**src/common/etx_cfg.svh**
```systemverilog
// ##################################################
// build-time constants for the mesh tx link
// ##################################################
`ifndef ETX_CFG_SVH
`define ETX_CFG_SVH

// register field address width
// mi_addr carries two more bits for byte lanes
`define ETX_RFAW 6

// entries per source queue
// also the credits a source holds after reset
`define ETX_QUEUE_DEPTH 4

// local chip id, matched against dstaddr[31:20]
// beats to this id skip the monitor
`define ETX_ID 12'h3e7

// version register value out of reset
`define ETX_DEFAULT_VERSION 16'h0102

`endif

```
**src/common/etx_pkg.sv**
```systemverilog
// ##################################################
// mesh packet struct, source index and register map
// ##################################################
package etx_pkg;

   // ##################################################
   // mesh packet, 104 bits flat
   // ##################################################
   // first member sits in the top bits
   typedef struct packed {
      logic [31:0] srcaddr;  // bits 103:72
      logic [31:0] data;     // bits 71:40
      logic [31:0] dstaddr;  // bits 39:8, chip id on top
      logic [4:0]  ctrlmode; // bits 7:3
      logic [1:0]  datamode; // bits 2:1
      logic        write;    // bit 0
   } etx_packet_t;

   // ##################################################
   // transmit sources
   // ##################################################
   typedef enum logic {
      ETX_SRC_WR = 1'b0,     // write transactions
      ETX_SRC_RD = 1'b1      // read requests
   } etx_src_t;

   // ##################################################
   // register word indexes
   // ##################################################
   typedef enum logic [3:0] {
      ETX_REG_VERSION = 4'd0,
      ETX_REG_CFG     = 4'd1,
      ETX_REG_STATUS  = 4'd2,
      ETX_REG_GPIO    = 4'd3,
      ETX_REG_MONITOR = 4'd4,
      ETX_REG_PACKET  = 4'd5 // last sampled dstaddr
   } etx_reg_t;

endpackage

```
**src/common/mi_if.sv**
```systemverilog
// ##################################################
// memory interface bundle for register access
// ##################################################
`timescale 1ns/1ps
`include "etx_cfg.svh"

interface mi_if;
   logic                  mi_en;   // access strobe
   logic                  mi_we;   // write when set, read otherwise
   logic [`ETX_RFAW+1:0]  mi_addr; // byte address
   logic [31:0]           mi_din;  // write data
   logic [31:0]           mi_dout; // read data, one cycle after the read

   // host side drives the request
   modport host (
      output mi_en, mi_we, mi_addr, mi_din,
      input  mi_dout
   );

   // register file answers
   modport regfile (
      input  mi_en, mi_we, mi_addr, mi_din,
      output mi_dout
   );
endinterface

```
**src/verilog/etx_queue.sv**
```systemverilog
// ##################################################
// credit-returning packet fifo, one per source
// ##################################################
`timescale 1ns/1ps
`include "etx_cfg.svh"

module etx_queue import etx_pkg::*; (
   input  logic        clk,
   input  logic        nreset,
   input  logic        access,     // push, source holds a credit
   input  etx_packet_t packet,
   output logic        credit,     // one credit back per pop
   input  logic        pop,
   output logic        head_valid,
   output etx_packet_t head
);

   localparam int DEPTH = `ETX_QUEUE_DEPTH;
   localparam int AW    = $clog2(DEPTH);
   localparam int CW    = $clog2(DEPTH + 1);

   etx_packet_t   mem [DEPTH]; // no reset on payload
   logic [AW-1:0] wr_ptr;
   logic [AW-1:0] rd_ptr;
   logic [CW-1:0] count;
   logic          do_pop;

   assign do_pop     = pop & head_valid; // ignore pops on empty
   assign head_valid = (count != '0);
   assign head       = mem[rd_ptr];
   assign credit     = do_pop;           // entry leaves, slot freed

   // storage write
   always_ff @(posedge clk) begin
      if (access)
         mem[wr_ptr] <= packet;
   end

   // ##################################################
   // pointers and occupancy
   // ##################################################
   always_ff @(posedge clk) begin
      if (!nreset) begin
         wr_ptr <= '0;
         rd_ptr <= '0;
         count  <= '0;
      end else begin
         if (access)
            wr_ptr <= (wr_ptr == AW'(DEPTH - 1)) ? '0 : wr_ptr + 1'b1;
         if (do_pop)
            rd_ptr <= (rd_ptr == AW'(DEPTH - 1)) ? '0 : rd_ptr + 1'b1;
         case ({access, do_pop})
            2'b10:   count <= count + 1'b1;
            2'b01:   count <= count - 1'b1;
            default: count <= count;   // both or neither
         endcase
      end
   end

endmodule

```
**src/verilog/etx_arbiter.sv**
```systemverilog
// ##################################################
// round-robin pick of two queue heads onto tx output
// ##################################################
`timescale 1ns/1ps

module etx_arbiter import etx_pkg::*; (
   input  logic        clk,
   input  logic        nreset,
   input  logic [1:0]  head_valid,
   input  etx_packet_t head [2],
   output logic [1:0]  pop,
   input  logic        tx_enable,
   input  logic        ctrlmode_bypass,
   input  logic [3:0]  ctrlmode,       // override for low ctrlmode bits
   input  logic        tx_wait,
   output logic        tx_access,
   output etx_packet_t tx_packet,
   output logic        beat            // beat completes this edge
);

   etx_src_t    sel;      // source picked this cycle
   etx_src_t    last;     // previous winner
   etx_packet_t next_pkt;
   logic        tx_free;
   logic        load;

   assign beat    = tx_access & ~tx_wait;
   assign tx_free = ~tx_access | beat;  // empty or draining now
   assign load    = tx_free & tx_enable & (|head_valid);

   // ##################################################
   // source select
   // ##################################################
   always_comb begin
      if (&head_valid)
         sel = (last == ETX_SRC_WR) ? ETX_SRC_RD : ETX_SRC_WR; // alternate
      else if (head_valid[ETX_SRC_RD])
         sel = ETX_SRC_RD;
      else
         sel = ETX_SRC_WR;
   end

   always_comb begin
      pop      = '0;
      pop[sel] = load;  // pop the head we load
   end

   // ctrlmode substitution, top bit passes
   always_comb begin
      next_pkt = head[sel];
      if (ctrlmode_bypass)
         next_pkt.ctrlmode[3:0] = ctrlmode;
   end

   // ##################################################
   // output register
   // ##################################################
   always_ff @(posedge clk) begin
      if (!nreset) begin
         tx_access <= 1'b0;
         last      <= ETX_SRC_RD;  // write queue wins first tie
      end else if (load) begin
         tx_access <= 1'b1;
         last      <= sel;
      end else if (beat) begin
         tx_access <= 1'b0;        // done, nothing to follow
      end
   end

   always_ff @(posedge clk) begin
      if (load)
         tx_packet <= next_pkt;    // holds through tx_wait
   end

endmodule

```
**src/etx_cfg/etx_cfg.sv**
```systemverilog
// ##################################################
// tx config/status registers, monitor and sampler
// ##################################################
`timescale 1ns/1ps
`include "etx_cfg.svh"

module etx_cfg import etx_pkg::*; (
   input  logic        clk,
   input  logic        nreset,
   mi_if.regfile       mi,
   input  logic [15:0] tx_status,       // async link status
   input  logic        beat,            // completing tx beat
   input  etx_packet_t tx_packet,
   output logic        tx_enable,
   output logic        mmu_enable,
   output logic        remap_enable,
   output logic        gpio_enable,
   output logic        burst_enable,
   output logic        ctrlmode_bypass,
   output logic [8:0]  gpio_data,
   output logic [3:0]  ctrlmode
);

   logic [`ETX_RFAW-1:0] reg_idx;      // word index
   logic                 reg_wr;
   logic                 reg_rd;
   logic                 wr_version;
   logic                 wr_cfg;
   logic                 wr_status;
   logic                 wr_gpio;
   logic                 wr_monitor;
   logic [15:0]          version_reg;
   logic [11:0]          cfg_reg;
   logic [8:0]           gpio_reg;
   logic [15:0]          status_reg;
   logic [15:0]          status_meta;  // first sync stage
   logic [15:0]          status_sync;
   logic [31:0]          monitor_reg;
   logic [31:0]          packet_reg;
   logic                 count_beat;

   // ##################################################
   // decode
   // ##################################################
   assign reg_idx    = mi.mi_addr[`ETX_RFAW+1:2];
   assign reg_wr     = mi.mi_en & mi.mi_we;
   assign reg_rd     = mi.mi_en & ~mi.mi_we;
   assign wr_version = reg_wr & (reg_idx == ETX_REG_VERSION);
   assign wr_cfg     = reg_wr & (reg_idx == ETX_REG_CFG);
   assign wr_status  = reg_wr & (reg_idx == ETX_REG_STATUS);
   assign wr_gpio    = reg_wr & (reg_idx == ETX_REG_GPIO);
   assign wr_monitor = reg_wr & (reg_idx == ETX_REG_MONITOR);

   // ##################################################
   // config, version, gpio
   // ##################################################
   always_ff @(posedge clk) begin
      if (!nreset) begin
         cfg_reg     <= '0;                    // tx off
         version_reg <= `ETX_DEFAULT_VERSION;
         gpio_reg    <= '0;
      end else begin
         if (wr_cfg)     cfg_reg     <= mi.mi_din[11:0];
         if (wr_version) version_reg <= mi.mi_din[15:0];
         if (wr_gpio)    gpio_reg    <= mi.mi_din[8:0];
      end
   end

   assign tx_enable       = cfg_reg[0];
   assign mmu_enable      = cfg_reg[1];
   assign remap_enable    = (cfg_reg[3:2] == 2'b01);
   assign ctrlmode        = cfg_reg[7:4];
   assign ctrlmode_bypass = cfg_reg[8];
   assign gpio_enable     = (cfg_reg[10:9] == 2'b01);
   assign burst_enable    = cfg_reg[11];
   assign gpio_data       = gpio_reg;

   // ##################################################
   // sticky status, two-flop sync in front
   // ##################################################
   always_ff @(posedge clk) begin
      if (!nreset) begin
         status_meta <= '0;
         status_sync <= '0;
         status_reg  <= '0;
      end else begin
         status_meta <= tx_status;
         status_sync <= status_meta;
         if (wr_status)
            status_reg <= mi.mi_din[15:0];       // write clears or sets
         else
            status_reg <= status_reg | status_sync; // bits stick
      end
   end

   // foreign beat while status 7:6 quiet
   assign count_beat = beat & (tx_packet.dstaddr[31:20] != `ETX_ID)
                       & ~(|status_sync[7:6]);

   // monitor counter
   always_ff @(posedge clk) begin
      if (!nreset)
         monitor_reg <= '0;
      else if (wr_monitor)
         monitor_reg <= mi.mi_din;
      else if (count_beat)
         monitor_reg <= monitor_reg + 1'b1;
   end

   // last counted destination
   always_ff @(posedge clk) begin
      if (count_beat)
         packet_reg <= tx_packet.dstaddr;
   end

   // ##################################################
   // readback, one cycle after the read
   // ##################################################
   always_ff @(posedge clk) begin
      if (!nreset)
         mi.mi_dout <= '0;
      else if (reg_rd)
         case (reg_idx)
            ETX_REG_VERSION: mi.mi_dout <= {16'b0, version_reg};
            ETX_REG_CFG:     mi.mi_dout <= {21'b0, cfg_reg[10:0]}; // burst hidden
            ETX_REG_STATUS:  mi.mi_dout <= {16'b0, status_reg};
            ETX_REG_GPIO:    mi.mi_dout <= {23'b0, gpio_reg};
            ETX_REG_MONITOR: mi.mi_dout <= monitor_reg;
            ETX_REG_PACKET:  mi.mi_dout <= packet_reg;
            default:         mi.mi_dout <= '0;
         endcase
      else
         mi.mi_dout <= '0;   // idle bus reads zero
   end

endmodule

```
**src/verilog/etx_top.sv**
```systemverilog
// ##################################################
// mesh tx top, source queues, arbiter and registers
// ##################################################
`timescale 1ns/1ps
`include "etx_cfg.svh"

module etx_top import etx_pkg::*; (
   input  logic                 clk,
   input  logic                 nreset,
   // register access
   input  logic                 mi_en,
   input  logic                 mi_we,
   input  logic [`ETX_RFAW+1:0] mi_addr,
   input  logic [31:0]          mi_din,
   output logic [31:0]          mi_dout,
   // write transaction source
   input  logic                 wr_access,
   input  etx_packet_t          wr_packet,
   output logic                 wr_credit,
   // read request source
   input  logic                 rd_access,
   input  etx_packet_t          rd_packet,
   output logic                 rd_credit,
   // link side
   output logic                 tx_access,
   output etx_packet_t          tx_packet,
   input  logic                 tx_wait,
   input  logic [15:0]          tx_status,
   // decoded config
   output logic                 tx_enable,
   output logic                 mmu_enable,
   output logic                 remap_enable,
   output logic                 gpio_enable,
   output logic                 burst_enable,
   output logic [8:0]           gpio_data
);

   mi_if        mi ();
   logic [1:0]  head_valid;
   etx_packet_t head [2];
   logic [1:0]  pop;
   logic        beat;
   logic        ctrlmode_bypass;
   logic [3:0]  ctrlmode;

   // host side of the register bus
   assign mi.mi_en   = mi_en;
   assign mi.mi_we   = mi_we;
   assign mi.mi_addr = mi_addr;
   assign mi.mi_din  = mi_din;
   assign mi_dout    = mi.mi_dout;

   etx_queue u_wr_queue (
      .clk, .nreset, .access(wr_access), .packet(wr_packet), .credit(wr_credit),
      .pop(pop[ETX_SRC_WR]), .head_valid(head_valid[ETX_SRC_WR]),
      .head(head[ETX_SRC_WR])
   );

   etx_queue u_rd_queue (
      .clk, .nreset, .access(rd_access), .packet(rd_packet), .credit(rd_credit),
      .pop(pop[ETX_SRC_RD]), .head_valid(head_valid[ETX_SRC_RD]),
      .head(head[ETX_SRC_RD])
   );

   etx_arbiter u_arbiter (
      .clk, .nreset, .head_valid, .head, .pop, .tx_enable, .ctrlmode_bypass,
      .ctrlmode, .tx_wait, .tx_access, .tx_packet, .beat
   );

   etx_cfg u_cfg (
      .clk, .nreset, .mi(mi.regfile), .tx_status, .beat, .tx_packet,
      .tx_enable, .mmu_enable, .remap_enable, .gpio_enable, .burst_enable,
      .ctrlmode_bypass, .gpio_data, .ctrlmode
   );

endmodule

```
**config.mk**
```make
export PLATFORM = sky130hd
export DESIGN_NAME = etx_top
export DESIGN_NICKNAME = d
export VERILOG_FILES = /design/src/common/etx_pkg.sv /design/src/common/mi_if.sv /design/src/verilog/etx_queue.sv /design/src/verilog/etx_arbiter.sv /design/src/etx_cfg/etx_cfg.sv /design/src/verilog/etx_top.sv
export VERILOG_INCLUDE_DIRS = /design/src /design/src/common
export SDC_FILE = /design/constraint.sdc
export NUM_CORES = 1
export LEC_CHECK = 0
export BUFFER_PORTS_ARGS = -buffer_cell sky130_fd_sc_hd__buf_2
export CAP_MARGIN = 10
export CORE_MARGIN = 5
export CORE_UTILIZATION = 50
export CTS_CLUSTER_SIZE = 24
export DETAILED_ROUTE_END_ITERATION = 7
export PLACE_DENSITY = 0.77
export SETUP_SLACK_MARGIN = 0.1
export SLEW_MARGIN = 20
export SYNTH_ARGS = -nofsm -noshare
export SYNTH_HDL_FRONTEND = slang
export SYNTH_SLANG_ARGS = --single-unit
```
**constraint.sdc**
```tcl
create_clock -name clk -period 9.65 [get_ports clk]
set_input_delay 0.4825 -clock clk [delete_from_list [all_inputs] [get_ports clk]]
set_output_delay 0.4825 -clock clk [all_outputs]
set_load 0.01 [all_outputs]
```
==> impl_metrics.tcl <==
set metrics [dict create \
    place_congestion 0.9119 \
    worst_pin_slew_ns 1.136 \
    yosys.cell_types.count 58 \
    ys_ff_latch 1137 \
    power_density_nw_per_um2 205.1 \
    vias 23310 \
    firstDrtPassIters 5 \
    fmax_mhz 305.2 \
    setup-tns-final_ns 0 \
    muxShareOfSynthArea_pct 14.43 \
    worst-path-buf-inv 2 \
    cp_cell_sequence "nor3_1 > o21bai_4 > buf_16 > buf_4 > mux2i_1 > o21ai_0" \
    r2r-start "u_rd_queue.count[2]" \
    synth_cells 2140 \
    hp-class "input pin to flop" \
    async_flop_share_pct 0 \
    ff_latch_area_sq_um 32470 \
    antenna_found_initial 17 \
    avgSynthCellArea_sq_um 19.74 \
    synth_xor_area_share_pct 0.6219 \
    synthToLayoutAreaGrowth_pct 21.77 \
    status "complete, no violations" \
    end_kind "flop" \
    core_sq_um 83690 \
    grt_max_degree 70 \
    ant_nets 0 \
    synth_edf_count 968 \
    maxSlewHeadroom_pct 24.23 \
    worst_ep_required_time_ns 10.04 \
    critPathLaunch "u_rd_queue.count[2]" \
    clock_skew_ns 0.02832 \
    r2r_slack_ns 6.37 \
    finalSetupViolations 0 \
    fin_nets 3074 \
    hold_depth 2 \
    wl_met2_um 53680 \
    layout-drive-gt1-share_pct 33.26 \
    multi_input_area_sq_um 9328 \
    dpl.cell_count 3613 \
    seq_area_frac_synth_pct 76.81 \
    fillers 5696 \
    wl_met1_um 40710 \
    synth_area_leaders "edfxtp_1 (69%), mux4_2 (11%), dfxtp_1 (8.0%)" \
    synth-simple-area-share_pct 3.826 \
    grt_pass1_vias 24770 \
    arrival_ns 3.67 \
    crit_family "buffers and inverters" \
    clk_pin_slew_ns 0.06 \
    cp_max_fo 41 \
    post-route-period-util_pct 33.95 \
    wl_met3_um 8596 \
    grt_pass1_wl_um 157000 \
    worstSetupPathType "flop to flop" \
    wl_per_cell_um 26.21 \
    yosys.area.top_type_share_pct 68.80 \
    clock_sinks 1137 \
    cpPeakStageDelay_ns 0.64 \
    num_rows 106 \
    synth_area_sq_um 42250 \
    r2r-end "u_arbiter.tx_packet[5]" \
    dr.max_layer_used "met5" \
    slowest_stage "buf_4" \
    synth_top_area_cell "edfxtp_1" \
    synth_compound_area_share_pct 2.600 \
    rsz0062_at_grt "false" \
    hp-start "tx_status[4]" \
    synth_adder_area_share_pct 0.4798 \
    dp_hpwl_um 60690 \
    track_usage_pct 23.11 \
    layout.cells.non_filler 4030 \
    drt_wl_total_um 105600 \
    via_per_inst 5.783 \
    die_w_um 300.7 \
    final_cell_mix "edfxtp_1 (968), buf_2 (421), mux4_2 (208)" \
    mostFrequentLayoutCell "edfxtp_1" \
    cts_root_buf "clkbuf_16" \
    cts_max_level 3 \
    hold-path-endpoint "u_cfg.status_meta[4]" \
    start_util_pct 50.48 \
    tritoncts "done" \
    synth-main-ff-cell "edfxtp_1" \
    die_h_um 300.7 \
    io_pins 424 \
    die_area_sq_um 90410 \
    synth_warnings 0 \
    clock_latency_ns 0.68 \
    drt-initial-drc-count 2100 \
    worst-r2r-cell-count 6 \
    cts_buffers 111 \
    max-vdd-ir-drop_mv 0.1733 \
    worstSetupStartpointType "flop" \
    slew_viol_final 0 \
    worst_hold_slack_ns 0.03308 \
    synth_nets 2426 \
    p_leak_uw 0.01730 \
    cap_violations 0 \
    drc 0 \
    cts_buffer_depth 3 \
    synth_top_family_by_area "multiplexers" \
    design_area_sq_um 51440 \
    fin_crit_ns 3.276 \
    hold_viol 0 \
    grt-ovfl-total 0 \
    reg.largest.list "u_rd_queue.mem x416, u_wr_queue.mem x416, u_arbiter.tx_packet x104" \
    port_buffers 421 \
    place_area_sq_um 45580 \
]
report_power, final:
group          total (uW)  switching, uW  internal (uW)  leakage, uW
combinational         542            292            250      0.00522
sequential           5550           44.2           5500       0.0102
clock                4460           1840           2620      0.00185
total               10500           2170           8380       0.0173
routing by layer:
layer	vias up	GRT usage (%)
met3	179	5.032
met2	1160	40.19
met1	12030	29.86
met5	-	0
li1	9923	-
met4	10	6.099
kinds of logic after synthesis:
| kind of cell | after synthesis |
|---|---|
| compound gates | 183 |
| xor+xnor | 30 |
| fa+ha+maj | 15 |
| buf+inv | 126 |
| flops | 1137 |
| mux | 336 |
| simple gates | 313 |
through the flow:
stage / utilization, % / worst slack, ns / total power (uW)
finish: 61.47 / 6.374 / 10550
global route: 61.44 / 6.210 / 10890
CTS: 61.36 / 6.137 / 10610
detailed placement: 54.47 / 6.213 / 6109
global placement: 54.46 / 6.284 / 6078
floorplan: - / 3.288 / 5902
Yosys cell counts (2+ instances only):
cell	number
edfxtp_1	968
mux4_2	208
dfxtp_1	169
mux2_2	103
nand2_1	87
a21oi_1	81
clkbuf_1	72
nor2_1	56
a22oi_1	41
and2_1	41
nor3_1	37
o21ai_0	37
mux2i_1	25
buf_2	22
xnor2_1	22
nand3_1	17
inv_1	16
nor2b_1	16
ha_1	13
nor4_1	12
buf_1	10
nand4_1	9
and3_1	8
xor2_1	8
a221oi_1	6
and4_1	6
nor4b_1	4
a31oi_1	3
o22ai_1	3
or3_1	3
a222oi_1	2
buf_6	2
fa_1	2
nand2b_1	2
nand4b_1	2
nor3_2	2
o21bai_1	2
o31ai_1	2
or4_1	2
how the worst max path moves through the flow:
stage | end | slack, ns | cells after the start
2_1_floorplan | u_arbiter.tx_packet[0] | 3.29 | 2
3_3_place_gp | u_rd_queue.count[2] | 6.28 | 10
3_5_place_dp | u_cfg.cfg_reg[6] | 6.21 | 6
4_1_cts | rd_credit | 6.14 | 5
5_1_grt | u_rd_queue.count[2] | 6.21 | 10
6_report | u_arbiter.tx_packet[5] | 6.37 | 6
final cells by class:
class	instances	share of cell area, %
Sequential cell	1137	63.11
Multi-Input combinational cell	877	18.13
Timing Repair Buffer	643	8.365
Clock buffer	136	5.842
Tap cell	1134	2.758
Clock inverter	72	1.596
Inverter	18	0.1313
Antenna cell	13	0.06324
what timing repair did:
action	4_1_cts	5_1_grt
hold buffers	194	0
hold endpoints to repair	726	0
buffers inserted	0	0
gates resized for setup	0	0
Note: power is estimated with default switching activity, not from simulation.
